## src/cmd_pkg.sv

```systemverilog
// host command format for the display queue.
package cmd_pkg;

    // what a command puts on the matrix for one frame.
    typedef enum logic [1:0] {
        OP_BLANK = 2'd0,  // all dots off.
        OP_DIGIT = 2'd1,  // digit glyph.
        OP_FILL  = 2'd2   // all 64 dots on.
    } cmd_op_e;

    // decimal digit, only 0 to 9 are legal.
    typedef logic [3:0] digit_t;

    localparam digit_t DIGIT_MAX = 4'd9;

endpackage

```

## src/matrix_pkg.sv

```systemverilog
// geometry and colours of the 8x8 red/green dot matrix.
package matrix_pkg;

    // glyph shapes are drawn for exactly this many rows.
    localparam int N_ROWS = 8;

    // row number within one scan frame.
    typedef logic [2:0] row_idx_t;

    // column pattern of one colour plane, bit 7 is the leftmost dot.
    typedef logic [7:0] col_t;

    // display colour of a whole frame.
    typedef enum logic [1:0] {
        COLOR_RED    = 2'd0,
        COLOR_GREEN  = 2'd1,
        COLOR_YELLOW = 2'd2  // red and green planes together.
    } color_e;

endpackage

```

## src/cmd_queue.sv

```systemverilog
`timescale 1ns/1ns

// command FIFO on the host side. the host holds one credit per free slot
// and gets a credit back one cycle after each pop.
module cmd_queue
    import cmd_pkg::*, matrix_pkg::*;
#(
    parameter int FIFO_DEPTH = 4  // power of two.
)
(
    input  logic    clk,
    input  logic    rst,
    input  logic    cmd_valid,
    input  cmd_op_e cmd_op,
    input  digit_t  cmd_digit,
    input  color_e  cmd_color,
    input  logic    pop,
    output logic    cmd_credit,
    output logic    head_valid,
    output cmd_op_e head_op,
    output digit_t  head_digit,
    output color_e  head_color
);

    localparam int PTR_W = $clog2(FIFO_DEPTH);
    localparam int CNT_W = $clog2(FIFO_DEPTH + 1);

    cmd_op_e op_mem    [FIFO_DEPTH];
    digit_t  digit_mem [FIFO_DEPTH];
    color_e  color_mem [FIFO_DEPTH];

    logic [PTR_W-1:0] wr_ptr;
    logic [PTR_W-1:0] rd_ptr;
    logic [CNT_W-1:0] count;
    logic             full;

    assign full       = (count == CNT_W'(FIFO_DEPTH));
    assign head_valid = (count != '0);

    // head entry is visible as soon as it is written.
    assign head_op    = op_mem[rd_ptr];
    assign head_digit = digit_mem[rd_ptr];
    assign head_color = color_mem[rd_ptr];

    always_ff @(posedge clk)
    begin
        if (cmd_valid)
        begin
            op_mem[wr_ptr]    <= cmd_op;
            digit_mem[wr_ptr] <= cmd_digit;
            color_mem[wr_ptr] <= cmd_color;
        end
    end

    always_ff @(posedge clk or posedge rst)
    begin
        if (rst)
        begin
            wr_ptr     <= '0;
            rd_ptr     <= '0;
            count      <= '0;
            cmd_credit <= 1'b0;
        end
        else
        begin
            if (cmd_valid)
                wr_ptr <= wr_ptr + PTR_W'(1);  // wraps, depth is 2**n.
            if (pop)
                rd_ptr <= rd_ptr + PTR_W'(1);

            case ({cmd_valid, pop})
                2'b10:   count <= count + CNT_W'(1);
                2'b01:   count <= count - CNT_W'(1);
                default: count <= count;
            endcase

            cmd_credit <= pop;  // slot freed, hand it back.
        end
    end

    // host spent a credit it did not have.
    a_no_overrun: assert property (@(posedge clk) disable iff (rst)
        cmd_valid |-> !full)
        else $error("cmd_queue: command written while queue full");

    a_no_underrun: assert property (@(posedge clk) disable iff (rst)
        pop |-> head_valid)
        else $error("cmd_queue: pop from empty queue");

    a_digit_range: assert property (@(posedge clk) disable iff (rst)
        (cmd_valid && cmd_op == OP_DIGIT) |-> cmd_digit <= DIGIT_MAX)
        else $error("cmd_queue: digit %0d out of range", cmd_digit);

endmodule

```

## src/glyph_render.sv

```systemverilog
`timescale 1ns/1ns

// takes one command per frame and turns it into column patterns for the
// red and green planes, one row at a time.
module glyph_render
    import cmd_pkg::*, matrix_pkg::*;
(
    input  logic     clk,
    input  logic     rst,
    input  logic     frame_start,
    input  row_idx_t row_num,
    input  logic     head_valid,
    input  cmd_op_e  head_op,
    input  digit_t   head_digit,
    input  color_e   head_color,
    output logic     pop,
    output col_t     col_red,
    output col_t     col_green
);

    // 6 dots wide, 7 rows tall, row 0 left dark.
    function automatic col_t glyph_row(input digit_t d, input row_idx_t r);
        col_t rows [N_ROWS];
        begin
            case (d)
                4'd0:    rows = '{8'h00, 8'h3c, 8'h66, 8'h6e, 8'h76, 8'h66, 8'h66, 8'h3c};
                4'd1:    rows = '{8'h00, 8'h18, 8'h38, 8'h18, 8'h18, 8'h18, 8'h18, 8'h7e};
                4'd2:    rows = '{8'h00, 8'h3c, 8'h66, 8'h06, 8'h0c, 8'h30, 8'h66, 8'h3c};
                4'd3:    rows = '{8'h00, 8'h3c, 8'h66, 8'h06, 8'h1c, 8'h06, 8'h66, 8'h3c};
                4'd4:    rows = '{8'h00, 8'h0c, 8'h1c, 8'h2c, 8'h4c, 8'h7e, 8'h0c, 8'h0c};
                4'd5:    rows = '{8'h00, 8'h7e, 8'h60, 8'h7c, 8'h06, 8'h06, 8'h66, 8'h3c};
                4'd6:    rows = '{8'h00, 8'h3c, 8'h60, 8'h7c, 8'h66, 8'h66, 8'h66, 8'h3c};
                4'd7:    rows = '{8'h00, 8'h7e, 8'h06, 8'h0c, 8'h18, 8'h18, 8'h18, 8'h18};
                4'd8:    rows = '{8'h00, 8'h3c, 8'h66, 8'h66, 8'h3c, 8'h66, 8'h66, 8'h3c};
                4'd9:    rows = '{8'h00, 8'h3c, 8'h66, 8'h66, 8'h3e, 8'h06, 8'h66, 8'h3c};
                default: rows = '{default: 8'h00};
            endcase
            return rows[r];
        end
    endfunction

    // image shown for the current frame.
    cmd_op_e img_op;
    digit_t  img_digit;
    color_e  img_color;

    cmd_op_e sel_op;
    digit_t  sel_digit;
    color_e  sel_color;
    col_t    pattern;
    logic    red_on;
    logic    green_on;

    // pop only at a frame boundary, so one command fills a whole frame.
    assign pop = frame_start && head_valid;

    // row 0 of a new frame already uses the command being popped.
    assign sel_op    = pop ? head_op    : img_op;
    assign sel_digit = pop ? head_digit : img_digit;
    assign sel_color = pop ? head_color : img_color;

    always_comb
    begin
        case (sel_op)
            OP_DIGIT: pattern = glyph_row(sel_digit, row_num);
            OP_FILL:  pattern = '1;
            default:  pattern = '0;
        endcase
    end

    assign red_on   = (sel_color == COLOR_RED)   || (sel_color == COLOR_YELLOW);
    assign green_on = (sel_color == COLOR_GREEN) || (sel_color == COLOR_YELLOW);

    always_ff @(posedge clk or posedge rst)
    begin
        if (rst)
        begin
            img_op    <= OP_BLANK;  // dark until the first command.
            img_digit <= '0;
            img_color <= COLOR_RED;
        end
        else if (pop)
        begin
            img_op    <= head_op;
            img_digit <= head_digit;
            img_color <= head_color;
        end
    end

    // one cycle behind row_num, same as the row drive.
    always_ff @(posedge clk or posedge rst)
    begin
        if (rst)
        begin
            col_red   <= '0;
            col_green <= '0;
        end
        else
        begin
            col_red   <= red_on   ? pattern : '0;
            col_green <= green_on ? pattern : '0;
        end
    end

    // scanner must mark frames on row 0 only.
    a_pop_on_frame: assert property (@(posedge clk) disable iff (rst)
        frame_start |-> (row_num == '0))
        else $error("glyph_render: frame start away from row 0");

endmodule

```

## src/matrix_display_top.sv

```systemverilog
`timescale 1ns/1ns

// dot matrix countdown display: command queue, glyph renderer, row scanner.
module matrix_display_top
    import cmd_pkg::*, matrix_pkg::*;
#(
    parameter int FIFO_DEPTH = 4,
    parameter int ROW_CYCLES = 4
)
(
    input  logic              clk,
    input  logic              rst,
    input  logic              cmd_valid,
    input  cmd_op_e           cmd_op,
    input  digit_t            cmd_digit,
    input  color_e            cmd_color,
    output logic              cmd_credit,
    output logic [N_ROWS-1:0] row,
    output col_t              col_red,
    output col_t              col_green
);

    logic     head_valid;
    cmd_op_e  head_op;
    digit_t   head_digit;
    color_e   head_color;
    logic     pop;
    row_idx_t row_num;
    logic     frame_start;

    cmd_queue #(
        .FIFO_DEPTH (FIFO_DEPTH)
    ) u_cmd_queue (
        .clk        (clk),
        .rst        (rst),
        .cmd_valid  (cmd_valid),
        .cmd_op     (cmd_op),
        .cmd_digit  (cmd_digit),
        .cmd_color  (cmd_color),
        .pop        (pop),
        .cmd_credit (cmd_credit),
        .head_valid (head_valid),
        .head_op    (head_op),
        .head_digit (head_digit),
        .head_color (head_color)
    );

    glyph_render u_glyph_render (
        .clk         (clk),
        .rst         (rst),
        .frame_start (frame_start),
        .row_num     (row_num),
        .head_valid  (head_valid),
        .head_op     (head_op),
        .head_digit  (head_digit),
        .head_color  (head_color),
        .pop         (pop),
        .col_red     (col_red),
        .col_green   (col_green)
    );

    row_scanner #(
        .ROW_CYCLES (ROW_CYCLES)
    ) u_row_scanner (
        .clk         (clk),
        .rst         (rst),
        .row_num     (row_num),
        .frame_start (frame_start),
        .row         (row)
    );

endmodule

```

## src/row_scanner.sv

```systemverilog
`timescale 1ns/1ns

// steps through the rows, ROW_CYCLES clocks each, and drives the one-hot
// row lines.
module row_scanner
    import matrix_pkg::*;
#(
    parameter int ROW_CYCLES = 4  // at least 2.
)
(
    input  logic              clk,
    input  logic              rst,
    output row_idx_t          row_num,
    output logic              frame_start,
    output logic [N_ROWS-1:0] row
);

    localparam int CNT_W = $clog2(ROW_CYCLES);

    logic [CNT_W-1:0] dwell_cnt;
    logic             row_done;

    assign row_done    = (dwell_cnt == CNT_W'(ROW_CYCLES - 1));
    assign frame_start = (row_num == '0) && (dwell_cnt == '0);

    always_ff @(posedge clk or posedge rst)
    begin
        if (rst)
        begin
            dwell_cnt <= '0;
            row_num   <= '0;
        end
        else if (row_done)
        begin
            dwell_cnt <= '0;
            row_num   <= row_num + 3'd1;  // 7 wraps to 0.
        end
        else
            dwell_cnt <= dwell_cnt + CNT_W'(1);
    end

    // registered so it lines up with the column outputs.
    always_ff @(posedge clk or posedge rst)
    begin
        if (rst)
            row <= '0;
        else
            row <= {{(N_ROWS - 1){1'b0}}, 1'b1} << row_num;
    end

    a_row_onehot: assert property (@(posedge clk) disable iff (rst)
        !$past(rst) |-> $onehot(row))
        else $error("row_scanner: row drive not one-hot: %b", row);

endmodule

```

## config.mk

```make
export PLATFORM = sky130hd
export DESIGN_NAME = matrix_display_top
export DESIGN_NICKNAME = d
export VERILOG_FILES = /design/src/cmd_pkg.sv /design/src/matrix_pkg.sv /design/src/cmd_queue.sv /design/src/glyph_render.sv /design/src/matrix_display_top.sv /design/src/row_scanner.sv
export SDC_FILE = /design/constraint.sdc
export NUM_CORES = 1
export LEC_CHECK = 0
export BUFFER_PORTS_ARGS = -buffer_cell sky130_fd_sc_hd__buf_2
export CORE_MARGIN = 10
export CORE_UTILIZATION = 40
export DETAILED_ROUTE_END_ITERATION = 12
export PLACE_DENSITY_LB_ADDON = 0.08
export SLEW_MARGIN = 20
export SYNTH_ARGS = -nofsm -noshare
export SYNTH_HDL_FRONTEND = slang
export SYNTH_SLANG_ARGS = --single-unit
```

## constraint.sdc

```tcl
create_clock -name clk -period 4.7 [get_ports clk]
set_input_delay 0.47 -clock clk [delete_from_list [all_inputs] [get_ports clk]]
set_output_delay 0.47 -clock clk [all_outputs]
set_load 0.01 [all_outputs]
```

# ---- Yosys cells after proc, flatten, opt, wreduce, memory -nomap -nowiden
# Memories as Yosys holds them, arrays and structs flattened.
# Index checks and enable logic that the tools add are counted.
dict set report totals {
  ff_bits 45
  ram_bits 32
  rom_bits 672
  inputBits 11
  n_memories 4
}
dict set report classes {
  add_sub_neg 6
  n_lt_le_gt_ge 1
  eq_ne 7
  shift 1
  muxes 14
  n_bitwise 1
  reduce_logical 9
}
# memory words width read_ports rd_ports_with_merged_regs write_ports line
set mem_list {}
lappend mem_list {{(name not given)} 16 42 1 0 0 glyph_render.sv:25} ;# case (d)
lappend mem_list {u_cmd_queue.digit_mem 4 4 1 0 1 cmd_queue.sv:29} ;# digit_t digit_mem [FIFO_DEPTH];
lappend mem_list {u_cmd_queue.color_mem 4 2 1 0 1 cmd_queue.sv:30} ;# color_e color_mem [FIFO_DEPTH];
lappend mem_list {u_cmd_queue.op_mem 4 2 1 0 1 cmd_queue.sv:28} ;# cmd_op_e op_mem [FIFO_DEPTH];
# op count
set ops {}
lappend ops {{$mux 64} 1}
lappend ops {{$mux 8} 4}
lappend ops {{$bmux 8 s3} 1}
lappend ops {{$pmux 8 s2} 1}
lappend ops {{$eq 2x2->1 const B} 4}
lappend ops {{$shl 1x3->8 const A} 1}
lappend ops {{$add 2x1->2 const B} 3}
lappend ops {{$add 3x1->3 const B} 2}
lappend ops {{$eq 2x1->1 const B} 3}
lappend ops {{$mux 2} 3}
lappend ops {{$pmux 3 s2} 1}
lappend ops {{$ge 4x4->1 const B} 1}
lappend ops {{$logic_not 2->1} 2}
lappend ops {{$mux 4} 1}
lappend ops {{$not 3->4} 1}
lappend ops {{$logic_not 3->1} 1}
lappend ops {{$reduce_bool 3->1} 1}
lappend ops {{$sub 3x1->3 const B} 1}
lappend ops {{$logic_and 1x1->1} 2}
lappend ops {{$logic_or 1x1->1} 2}
lappend ops {{$mux 1} 2}
lappend ops {{$reduce_bool 2->1} 1}

# ---- Depth between registers and ports, before layout
# Gate-level depths: netlist (run 1).
dict set report logic_depth {
  word_depth 11
  ltp_mapped 16
  mapped_depth_nobuf 14
}

# ---- Hierarchy
# A second synthesis (run 1) with hierarchy kept.
dict set report hier_totals {
  hier_cells 321
  area_unflattened_um2 3963.8
}
# mod instances cells_per_inst area_per_inst_um2 seq_area_each_um2
set by_module_without_submodules {}
lappend by_module_without_submodules {glyph_render 1 206 1863.0 550.5}
lappend by_module_without_submodules {cmd_queue 1 76 1566.5 1161.1}
lappend by_module_without_submodules {row_scanner 1 39 534.3 325.3}

# ---- Least setup slack after synthesis (run 1)
# OpenSTA, ideal clock, no wires.
dict set report synth_timing {
  path_type {reg2reg}
  startpoint {reg u_row_scanner.row_num[0]}
  endpoint {reg u_glyph_render.col_green[1]}
  setup_time_ps 96
  t_arrival_ps 3462
  t_required_ps 4604
  path_slack_ps 1142
  path_stages_with_launch 16
  path_buffers 2
  synth_period_minus_slack_ps 3558
  cell_sequence {dfrtp_1 -> clkbuf_1 -> clkinv_1 -> ha_1 -> and3b_1 -> nand2_2 -> inv_2 -> buf_2 -> mux2i_1 -> ha_1 -> inv_1 -> a221oi_1 -> o32ai_1 -> a311oi_2 -> o22ai_1 -> nor4_2}
}
dict set report synth_via {
  elab_chain_cells 11
}
# item line
set synth_rtl {}
lappend synth_rtl {{start: declaration} row_scanner.sv:13} ;# output row_idx_t row_num,
lappend synth_rtl {{start signal: assignment} row_scanner.sv:36} ;# row_num <= row_num + 3'd1;
lappend synth_rtl {{$logic_not 3->1 (*)} row_scanner.sv:24} ;# assign frame_start = (row_num == '0) && (dwell_cnt == '0);
lappend synth_rtl {{$logic_and 1x1->1 (*)} row_scanner.sv:24}
lappend synth_rtl {{$logic_and 1x1->1 (*)} glyph_render.sv:55} ;# assign pop = frame_start && head_valid;
lappend synth_rtl {{named net pop} matrix_display_top.sv:27} ;# logic pop;
lappend synth_rtl {{$mux 4} glyph_render.sv:59} ;# assign sel_digit = pop ? head_digit : img_digit;
lappend synth_rtl {{$mem_v2 16x42} n/a}
lappend synth_rtl {{$mux 64} glyph_render.sv:64} ;# case (sel_op)
lappend synth_rtl {{$bmux 8 s3} glyph_render.sv:38} ;# return rows[r];
lappend synth_rtl {{$mux 8 (implied by the code) (2 in a row)} glyph_render.sv:38}
lappend synth_rtl {{$pmux 8 s2} glyph_render.sv:64}
lappend synth_rtl {{$mux 8 (*)} glyph_render.sv:101} ;# col_green <= green_on ? pattern : '0;
lappend synth_rtl {{end signal: assignment} glyph_render.sv:101}
lappend synth_rtl {{end: declaration} glyph_render.sv:18} ;# output col_t col_green
# Mark *: on every way through the listed nets, which the timed path passes. The rest lies on a longest branch. The select of a mux whose other input is x is not followed.
# A chain may end at the register's enable or synchronous reset.

# ---- Worst setup path after layout (run 1)
dict set report layout_timing {
  startpoint {reg u_row_scanner.row_num[1]}
  endpoint {reg u_glyph_render.col_green[1]}
}
dict set report layout_via {
  elab_chain_cells 11
}
# item line
set layout_rtl {}
lappend layout_rtl {{$logic_not 3->1} row_scanner.sv:24}
lappend layout_rtl {{$logic_and 1x1->1} row_scanner.sv:24}
lappend layout_rtl {{$logic_and 1x1->1} glyph_render.sv:55}
lappend layout_rtl {{$mux 4} glyph_render.sv:59}
lappend layout_rtl {{$mem_v2 16x42} n/a}
lappend layout_rtl {{$mux 64} glyph_render.sv:64}
lappend layout_rtl {{$bmux 8 s3} glyph_render.sv:38}
lappend layout_rtl {{$mux 8 (implied by the code) (2 in a row)} glyph_render.sv:38}
lappend layout_rtl {{$pmux 8 s2} glyph_render.sv:64}
lappend layout_rtl {{$mux 8 (*)} glyph_render.sv:101}
# Mark *: on every way between the ends. The rest lies on a longest branch, timed or not. The select of a mux whose other input is x is not followed.

==> results of run 1 <==
## sequential cells by signal, indices dropped and copies added, names as in the netlist
register and count:
u_cmd_queue.cmd_credit 1, u_cmd_queue.color_mem 8, u_cmd_queue.count 3, u_cmd_queue.digit_mem 16, u_cmd_queue.op_mem 8, u_cmd_queue.rd_ptr 2, u_cmd_queue.wr_ptr 2, u_glyph_render.col_green 7
u_glyph_render.col_red 7, u_glyph_render.img_color 2, u_glyph_render.img_digit 4, u_glyph_render.img_op 2, u_row_scanner.dwell_cnt 2, u_row_scanner.row 8, u_row_scanner.row_num 3
## logic make-up (layout without fill, tap and decap cells)
logic type | Yosys count | count (layout) | synth area share
flip-flops | 75 | 75 | 0.502
buffers and inverters | 43 | 83 | 0.0465
XOR/XNOR | 8 | 8 | 0.0173
adder cells (fa/ha/maj) | 21 | 21 | 0.0666
AO/OA/AOI/OAI | 88 | 88 | 0.158
multiplexers | 18 | 18 | 0.0697
AND/OR/NAND/NOR | 95 | 95 | 0.140
## cell type report
| type | count | area (sq um) | share of cell area |
|---|---|---|---|
| tap | 133 | 166 | 0.0366 |
| clock inverter | 5 | 36.3 | 0.00798 |
| sequential | 75 | 2040 | 0.448 |
| multi-input combinational | 230 | 1830 | 0.403 |
| inverter | 23 | 88.8 | 0.0195 |
| clock buffer | 11 | 145 | 0.0319 |
| timing repair buffer | 44 | 243 | 0.0534 |
## report_power, final
part           internal [W]  switching (W)
clock network      0.000215       0.000252
registers          0.000838       0.000102
logic              0.000384       0.000642
## layer usage
layer  vias to the layer above  GRT usage
met5                         -          0
met4                         0     0.0701
met1                      1396      0.168
li1                       1381          -
met2                       150      0.219
met3                        38     0.0372
## synthesized netlist by cell type (3+ instances only)
library cell	instances
xor2_1	5
clkbuf_1	8
o221ai_1	3
inv_1	19
nor2_1	14
dfrtp_1	43
a211oi_1	9
nand3_1	6
o32ai_1	3
a21o_1	4
o31ai_1	4
and2_1	10
nor4b_1	3
o2111ai_1	3
buf_4	3
o22ai_1	3
buf_1	3
xnor2_1	3
nand2_1	18
mux2i_1	8
nor2b_1	6
buf_2	4
edfxtp_1	32
a31oi_1	4
a21oi_1	8
o21ai_0	18
nand2b_1	5
or3_1	3
nor3_1	7
a311oi_1	3
o211ai_1	6
mux4_2	8
ha_1	20
## worst max-delay path: stages, from the launching register on
cell,delay (ns)
dfrtp_1,0.38
inv_1,0.28
ha_1,0.27
and3b_1,0.46
nand2_2,0.23
inv_2,0.14
mux2i_1,0.51
ha_1,0.32
inv_1,0.11
a221oi_1,0.29
o32ai_1,0.17
a311oi_2,0.32
o22ai_1,0.17
nor4_2,0.25
## worst paths after layout
path,startpoint,end,slack (ns),depth (start not counted)
setup / recovery,u_row_scanner.row_num[1]$_DFFE_PP0P_,u_glyph_render.col_green[1]$_DFF_PP0_,0.72,13
hold / removal,rst,u_glyph_render.col_red[6]$_DFF_PP0_,0.30,2
setup reg to reg,u_row_scanner.row_num[1]$_DFFE_PP0P_,u_glyph_render.col_green[1]$_DFF_PP0_,0.72,13
hold reg to reg,u_row_scanner.dwell_cnt[0]$_DFF_PP0_,u_row_scanner.dwell_cnt[0]$_DFF_PP0_,0.46,1
max in group asynchronous,rst,u_cmd_queue.rd_ptr[0]$_DFFE_PP0N_,3.83,2
min in group clk,cmd_digit[0],u_cmd_queue.digit_mem[1][0]$_DFFE_PP_,0.33,1
## per-stage QoR
stage	area (sq um)	hold slack, ns
detailed placement	4370	0.457
finish	4550	0.304
CTS	4550	0.316
global route	4550	0.328
global placement	4370	0.449
floorplan	4060	0.432
==> summary.txt, run 1 <==
Run status
  • Status: finished, final reports clean

Worst setup path
  • Critical Path AT: between 4 and 5 ns
  • WS Path Type: reg2reg
  • Worst Path Required: between 4 and 5 ns
  • Endpoint class of the critical path: register
  • Critical path peak fanout: 13
  • Startpoint types: register

Final layout
  • Area delta synth->final: 12.1%
  • Final core occ: 0.463
  • Filler cells: 968
  • Most frequent cells in the layout: dfrtp_1 (43), buf_2 (35), edfxtp_1 (32)
  • Commonest non-fill, non-tap cell in the layout: dfrtp_1
  • Layout Nets: about 420
  • Share of cells above drive strength 1: 0.227
  • N_diodes: 0
  • Post-route insts no fill: ~520

Power
  • Leak: 1.87 nW
  • Power density over the cells: 535 mW/mm^2
  • Tot Pwr: 0.00243 W
  • Maximum vdd drop: 0.242 mV

Timing
  • Final Critical Period: slightly below 4 ns
  • Max transition margin: 0.407
  • Final setup vio count: 0
  • Clock Skews: 0.0154 ns
  • Maximum clock rate: 251 MHz
  • Crit share post-route: 0.846
  • Final worst slack: ~0.72 ns
  • Worst Tran Pin Value: between 0.8 and 0.9 ns
  • Max Slew Vio Count: 0
  • Final Hold Vio Count: 0
  • Unrepaired setup endpoints after global routing: no
  • Setup TNS: 0 ns

Placed design
  • Dpl ws: 0.810 ns
  • Cells after DPL: ~510
  • Detail Placement HPWL: 7100 um
  • Gpl congestion: roughly 0.99
  • IO Port Bufs: 35

Clock network
  • Post-CTS setup-driven buffer insertion count: 0
  • CTS max path bufs: 2
  • Hold_buf cts: 0
  • CTS Buf Count: 9
  • Clock Root Buffer: clkbuf_8
  • CTS sink count: 75
  • Htree depth: 3
  • Clock Latency Late Sink: 0.35 ns
  • Worst-path clk slew: roughly 0.09 ns
  • CTS resizes: 0
  • TritonCTS clock tree: built

Yosys
  • Dominant cells by area after synthesis: dfrtp_1 (27%), edfxtp_1 (24%), ha_1 (6.2%)
  • Area share of the leading cell type in the synthesized netlist: 0.265
  • Yosys cell types: 77
  • Cells after synthesis: around 350
  • FFs w/ async S/R, synth: 0.573
  • Avg Inst Size Synth: ~12 sq um
  • EDFF count, synth: 32
  • Post-synthesis sequential area ratio: 0.502
  • Synthesized area: approximately 0.004 sq mm
  • Post-synth top flop: dfrtp_1
  • Seq cells post-synth: 75
  • Syn Nets: between 300 and 400
  • Synth area leader: dfrtp_1
  • Yosys warns: 0

Route
  • Drt pass-1 iters: 5
  • Drt wl/cell: around 19 um
  • Drt initial violations: ~160
  • Vias per cell: about 5.7
  • WL met1: roughly 4100 um
  • DR top layer: met4
  • Remaining DRCs: 0
  • Via count: 2965
  • Metal3 WL: 728 um
  • Final wirelength: slightly below 10000 um
  • Post-route ant nets: 0
  • DR WL met2: 4490 um

Floorplanning
  • Die Width: about 120 um
  • Die H: between 100 and 150 um
  • Initial Util: 0.413
  • Rows: 36
  • Core Box Area: between 0.009 and 0.01 sq mm
  • Num ports: 36
  • Total Die Area: around 0.015 sq mm

GRT
  • Antenna violations before repair: 0
  • GRT Total Usage: 0.138
  • Grt total ovfl: 0
  • Vias in the first global route: 2943
  • Global-route wire length before repair: 16100 um
  • Largest net degree at the start of global routing: 44

Min path
  • Hold Crit Class: in2async

Run
  • Max Cap Viol: 0
No activity file was read; power rests on OpenSTA's default activity.
==> run 2, diff against run 1 <==
==> constraint.sdc (replaced) <==
create_clock -name clk -period 3.7 [get_ports clk]
set_input_delay 0.37 -clock clk [delete_from_list [all_inputs] [get_ports clk]]
set_output_delay 0.37 -clock clk [all_outputs]
set_load 0.01 [all_outputs]
==> summary.txt, run 2 (same netlist as run 1, synthesis figures left out) <==
Clock network
  • CTS Buf Count: 9
  • Hold_buf cts: 0
  • Post-CTS setup-driven buffer insertion count: 0
  • CTS resizes: 0
  • CTS max path bufs: 2
  • CTS sink count: 75
  • Htree depth: 3
  • Clock Latency Late Sink: ~0.35 ns
  • Clock Root Buffer: clkbuf_8
  • TritonCTS clock tree: built
  • Worst-path clk slew: around 0.080 ns

Timing
  • Setup TNS: 0 ns
  • Maximum clock rate: ~320 MHz
  • Unrepaired setup endpoints after global routing: no
  • Clock Skews: 0.0101 ns
  • Final Critical Period: 3.12 ns
  • Final hold slack: 0.206 ns
  • Max transition margin: 0.395
  • Worst Tran Pin Value: a little over 0.9 ns
  • Max Slew Vio Count: 0
  • Final setup vio count: 0
  • Crit share post-route: 0.844
  • Final worst slack: a little under 0.6 ns
  • Final Hold Vio Count: 0

Final layout
  • Multi-input gate area: ~0.0018 sq mm
  • Filler cells: 942
  • Layout Nets: between 400 and 500
  • Share of cells above drive strength 1: 0.238
  • N_diodes: 0
  • Area delta synth->final: 14.3%
  • Sequential cell area: 0.00204 sq mm
  • Final core occ: 0.473
  • Max FFs per register: 16
  • Most frequent cells in the layout: dfrtp_1 (43), buf_2 (35), edfxtp_1 (32)
  • Commonest non-fill, non-tap cell in the layout: dfrtp_1
  • Largest reg by FF count: u_cmd_queue.digit_mem

Power
  • Tot Pwr: around 0.0032 W
  • Maximum vdd drop: 0.299 mV
  • Leak: between 1.5 and 2 nW
  • Power density over the cells: 699 mW/mm^2

Floorplanning
  • Initial Util: 0.413
  • Total Die Area: 0.0146 sq mm
  • Die Width: roughly 120 um
  • Core Box Area: 0.00982 sq mm
  • Die H: about 120 um
  • Num ports: 36
  • Rows: 36

Route
  • Drt initial violations: 216
  • Final wirelength: slightly above 10000 um
  • Vias per cell: roughly 5.7
  • Drt wl/cell: just under 20 um
  • Via count: slightly above 3000
  • Remaining DRCs: 0
  • Post-route ant nets: 0
  • Drt pass-1 iters: 4

Worst setup path
  • Critical Path AT: ~3.3 ns
  • Startpoint types: register
  • Worst Path Required: 3.92 ns
  • Critical path peak fanout: 12
  • WS Path Type: reg2reg
  • Endpoint class of the critical path: register
  • Worst R2R Setup Slack: around 0.58 ns
  • Reg2Reg Depth: 13

GRT
  • Global-route wire length before repair: between 15000 and 20000 um
  • Grt total ovfl: 0
  • Largest net degree at the start of global routing: 44
  • Antenna violations before repair: 0
  • Vias in the first global route: around 3100
  • GRT Total Usage: 0.150

Placed design
  • Detail Placement HPWL: approximately 7700 um
  • Gpl congestion: roughly 0.98
  • Dpl ws: between 0.6 and 0.7 ns
  • IO Port Bufs: 35

Min path
  • Hold Crit Class: in2async

Run status
  • Status: finished, final reports clean

Run
  • Max Cap Viol: 0
-- run 2: cell count changes in the layout (fill, tap and decap cells not counted) --
cell / change
buf_4: +7
clkinvlp_4: -1
clkinv_2: -1
clkbuf_16: +1
clkbuf_4: -1
clkbuf_1: +1
bufinv_16: +1
-- run 2: layout make-up --
cell class              instances  area share
repair buffers                 51      0.0636
flip-flops and latches         75       0.439
clock inverters                 4      0.0116
well taps                     133      0.0359
multi-input cells             230       0.395
inverters                      23      0.0191
clock buffers                  12      0.0359
-- run 2: through the flow --
step	instances	instance area [sq um]
floorplan	348	4060
global placement	512	4420
detailed placement	512	4420
CTS	528	4640
global route	528	4640
finish	528	4640
-- run 2: metal layers --
metal	part of all wire	track usage	up-vias	wire, um
met4	0.026	0.0671	0	270
met5	0	0	-	0
met1	0.43	0.185	1476	4430
met2	0.48	0.242	126	4990
li1	-	-	1402	-
met3	0.067	0.0368	21	701
-- run 2: path summary, 6_finish.rpt --
check | startpoint | end
setup / recovery | u_cmd_queue.count[1]$_DFFE_PP0P_ | u_glyph_render.col_red[1]$_DFF_PP0_
min in group clk | cmd_op[1] | u_cmd_queue.op_mem[2][1]$_DFFE_PP_
max in group asynchronous | rst | u_cmd_queue.rd_ptr[0]$_DFFE_PP0N_
hold / removal | rst | u_row_scanner.row[3]$_DFF_PP0_
setup reg to reg | u_cmd_queue.count[1]$_DFFE_PP0P_ | u_glyph_render.col_red[1]$_DFF_PP0_
hold reg to reg | u_row_scanner.dwell_cnt[0]$_DFF_PP0_ | u_row_scanner.dwell_cnt[0]$_DFF_PP0_
-- run 2: worst max-delay path: stages (launching register included) --
cell      delay, ns
dfrtp_1        0.41
or3_1          0.58
nand2_2        0.15
inv_2          0.07
mux2i_1        0.14
buf_4          0.17
inv_1          0.09
ha_1           0.22
nand2b_1       0.15
mux2i_1        0.08
mux2_2         0.29
a32o_1         0.27
o22ai_1        0.26
nor3_1         0.10
-- run 2: power by group --
group / total, W / leakage [nW] / internal [W] / switching [W]
combinational: 0.00136 / 0.964 / 0.000507 / 0.000849
clock: 0.000693 / 0.113 / 0.000376 / 0.000318
sequential: 0.00119 / 0.843 / 0.00106 / 0.000128
==> run 3, diff against run 2 <==
--- a/config.mk
+++ b/config.mk
@@ -5,6 +5,7 @@
 export SDC_FILE = /design/constraint.sdc
 export NUM_CORES = 1
 export LEC_CHECK = 0
+export ABC_AREA = 1
 export BUFFER_PORTS_ARGS = -buffer_cell sky130_fd_sc_hd__buf_2
 export CORE_MARGIN = 10
 export CORE_UTILIZATION = 40
==> constraint.sdc (replaced) <==
create_clock -name clk -period 2.72 [get_ports clk]
set_input_delay 0.272 -clock clk [delete_from_list [all_inputs] [get_ports clk]]
set_output_delay 0.272 -clock clk [all_outputs]
set_load 0.01 [all_outputs]
==> summary.txt, run 3 <==
Worst setup path
  • Crit-path slowest cell: dfrtp_1
  • Worst path top cell family by delay: simple AND/OR/NAND/NOR gates
  • Critical path peak fanout: 10
  • Critical path depth: 22
  • Startpoint types: register
  • Max incr delay on CP: 0.38 ns
  • Endpoint class of the critical path: register
  • WS Path Type: reg2reg
  • Crit-path cells: inv_1 > ha_4 > nand3_4 > inv_2 > nand2_4 > nand2_2 > o21a_1 > ha_1 > inv_1 > o21ai_0 > inv_1 > nand2_1 > nand2_1 > nand2_1 > nand2_1 > nand2_1 > nand2_1 > nand2_1 > nand2_1 > nand2_1 > nand2_1 > nor2_1
  • Worst path bufs/invs: 4
  • Reg2Reg Depth: 22
  • Worst Path Required: roughly 3 ns
  • Worst r2r src: u_row_scanner.row_num[0]$_DFFE_PP0P_
  • Worst R2R Setup Slack: slightly above 0.3 ns
  • Critical Path AT: 2.68 ns
  • CP most frequent cell: nand2_1
  • Worst flop-to-flop path endpoint: u_glyph_render.col_red[1]$_DFF_PP0_
  • Setup crit start: u_row_scanner.row_num[0]$_DFFE_PP0P_

Final layout
  • N_diodes: 0
  • Share of cells above drive strength 1: 0.215
  • Commonest non-fill, non-tap cell in the layout: nand2_1
  • Layout Nets: between 500 and 600
  • Filler cells: between 900 and 1000
  • Max FFs per register: 16
  • Largest reg by FF count: u_cmd_queue.digit_mem
  • Area delta synth->final: 16.3%
  • Most frequent cells in the layout: nand2_1 (111), dfrtp_1 (43), inv_1 (41), nor2_1 (41), buf_2 (35)
  • Final core occ: 0.482

GRT
  • Largest net degree at the start of global routing: 44
  • Antenna violations before repair: 0
  • Vias in the first global route: 2815
  • Grt total ovfl: 0
  • GRT Total Usage: 0.117
  • Global-route wire length before repair: approximately 14000 um

Yosys
  • Seq cells post-synth: 75
  • Post-synthesis compound-gate area fraction: 0.0773
  • Synthesized area: between 0.003 and 0.004 sq mm
  • Adder and majority gate portion of the synthesized area: 0.0699
  • Dominant cells by area after synthesis: dfrtp_1 (28%), edfxtp_1 (25%), nand2_1 (11%)
  • Cells after synthesis: 422
  • EDFF count, synth: 32
  • Synth area leader: dfrtp_1
  • Avg Inst Size Synth: between 9 and 10 sq um
  • Most common cell in the netlist: nand2_1
  • Post-synthesis sequential area ratio: 0.527
  • Mux share of post-synthesis cell area: 0
  • Yosys warns: 0
  • FFs w/ async S/R, synth: 0.573
  • Yosys cell types: a little over 40
  • Main combinational cell family by area after synthesis: simple AND/OR/NAND/NOR gates
  • Area share of the leading cell type in the synthesized netlist: 0.278
  • Post-synth top flop: dfrtp_1
  • Post-Synth Simple-Gate Area: 0.240
  • Top post-synthesis cells by count: nand2_1 (113), dfrtp_1 (43), inv_1 (42), nor2_1 (41), edfxtp_1 (32)
  • Syn Nets: approximately 450
  • Synth Area in XOR/XNOR: 0.0136

Timing
  • Max Slew Vio Count: 0
  • Unrepaired setup endpoints after global routing: no
  • Final setup vio count: 0
  • Setup TNS: 0 ns
  • Final Hold Vio Count: 0
  • Clock Skews: ~0.014 ns
  • Maximum clock rate: between 400 and 500 MHz
  • Final hold slack: approximately 0.11 ns
  • Final Critical Period: approximately 2.4 ns
  • Worst Tran Pin Value: approximately 0.88 ns
  • Crit share post-route: 0.886
  • Max transition margin: 0.410

Power
  • Power density over the cells: about 960 mW/mm^2
  • Maximum vdd drop: between 0.4 and 0.5 mV
  • Leak: around 2.2 nW

Route
  • Drt wl/cell: ~13 um
  • Drt pass-1 iters: 4
  • Via count: between 2000 and 3000
  • Final wirelength: ~8000 um
  • Remaining DRCs: 0
  • Drt initial violations: 166
  • Vias per cell: 4.68
  • Post-route ant nets: 0

Floorplanning
  • Total Die Area: 0.0140 sq mm
  • Core Box Area: slightly above 0.009 sq mm
  • Num ports: 36
  • Die Width: between 100 and 150 um
  • Initial Util: 0.415
  • Die H: between 100 and 150 um
  • Rows: 35

Placed design
  • Detail Placement HPWL: between 5000 and 6000 um
  • IO Port Bufs: 35
  • Gpl congestion: ~0.95

Clock network
  • CTS sink count: 75
  • TritonCTS clock tree: built
  • CTS Buf Count: 9
  • CTS max path bufs: 2
  • Htree depth: 3
  • Worst-path clk slew: 0.08 ns
  • Clock Root Buffer: clkbuf_8
  • Clock Latency Late Sink: about 0.35 ns

Min path
  • Hold Crit Class: in2async

Run
  • Max Cap Viol: 0

Run status
  • Status: finished, final reports clean
==> run 3: cell count changes in the layout (fill, tap and decap cells not counted), moves of 9 or more <==
cell	before	now
nand2_1	18	111
nor2_1	14	41
inv_1	18	41
a211oi_1	9	0
and2_1	10	1
nand3_1	6	30
==> run 3: logic make-up after synthesis <==
family                     after synthesis
AOI/OAI and AO/OA                       48
xor gates and xnor gates                 6
adders and majority gates               21
buffers and inverters                   63
DFF                                     75
and+or+nand+nor                        209
==> run 3: metal layers <==
metal  wire length [um]  global-route usage
met2               3620               0.183
met5                  0                   0
met4                124              0.0471
met3                488              0.0309
met1               3760               0.151
==> run 3: layout make-up <==
| cell class | instances | area, sq um | area share |
|---|---|---|---|
| Sequential cell | 75 | 2040 | 0.453 |
| Multi-Input combinational cell | 284 | 1590 | 0.354 |
| Timing Repair Buffer | 50 | 288 | 0.0640 |
| Inverter | 49 | 190 | 0.0423 |
| Tap cell | 129 | 161 | 0.0359 |
| Clock buffer | 10 | 138 | 0.0306 |
| Clock inverter | 6 | 93.8 | 0.0209 |
==> run 3: power by group <==
group / internal [W] / switching, W / leakage, nW / total (W)
clock: 0.000549 / 0.000424 / 0.113 / 0.000973
sequential: 0.00146 / 0.000112 / 0.842 / 0.00157
combinational: 0.000617 / 0.00118 / 1.25 / 0.00179
total: 0.00263 / 0.00171 / 2.21 / 0.00434
==> run 3: worst max path at each step <==
stage / to / slack (ns)
after global placement: u_glyph_render.col_green[3]$_DFF_PP0_ / 0.25
after floorplan: u_glyph_render.col_green[3]$_DFF_PP0_ / 0.07
after detailed placement: u_glyph_render.col_red[3]$_DFF_PP0_ / 0.20
final: u_glyph_render.col_red[1]$_DFF_PP0_ / 0.31
after CTS: u_glyph_render.col_green[4]$_DFF_PP0_ / 0.16
after global routing: u_glyph_render.col_red[1]$_DFF_PP0_ / 0.01
==> run 3: through the flow <==
| step | power (W) | instances | setup slack, ns | area (sq um) |
|---|---|---|---|---|
| 2_1_floorplan | 0.00290 | 422 | 0.0704 | 3870 |
| 3_3_place_gp | 0.00337 | 585 | 0.245 | 4210 |
| 3_5_place_dp | 0.00337 | 585 | 0.199 | 4210 |
| 4_1_cts | 0.00436 | 601 | 0.162 | 4440 |
| 5_1_grt | 0.00472 | 603 | 0.0138 | 4500 |
| 6_report | 0.00434 | 603 | 0.309 | 4500 |
==> run 3: what timing repair did <==
| action | in CTS | in global routing |
|---|---|---|
| gates resized for setup | 0 | 7 |
| setup buffers | 0 | 2 |
| hold buffers | 0 | 0 |
| endpoints found under the setup margin | 0 | 10 |
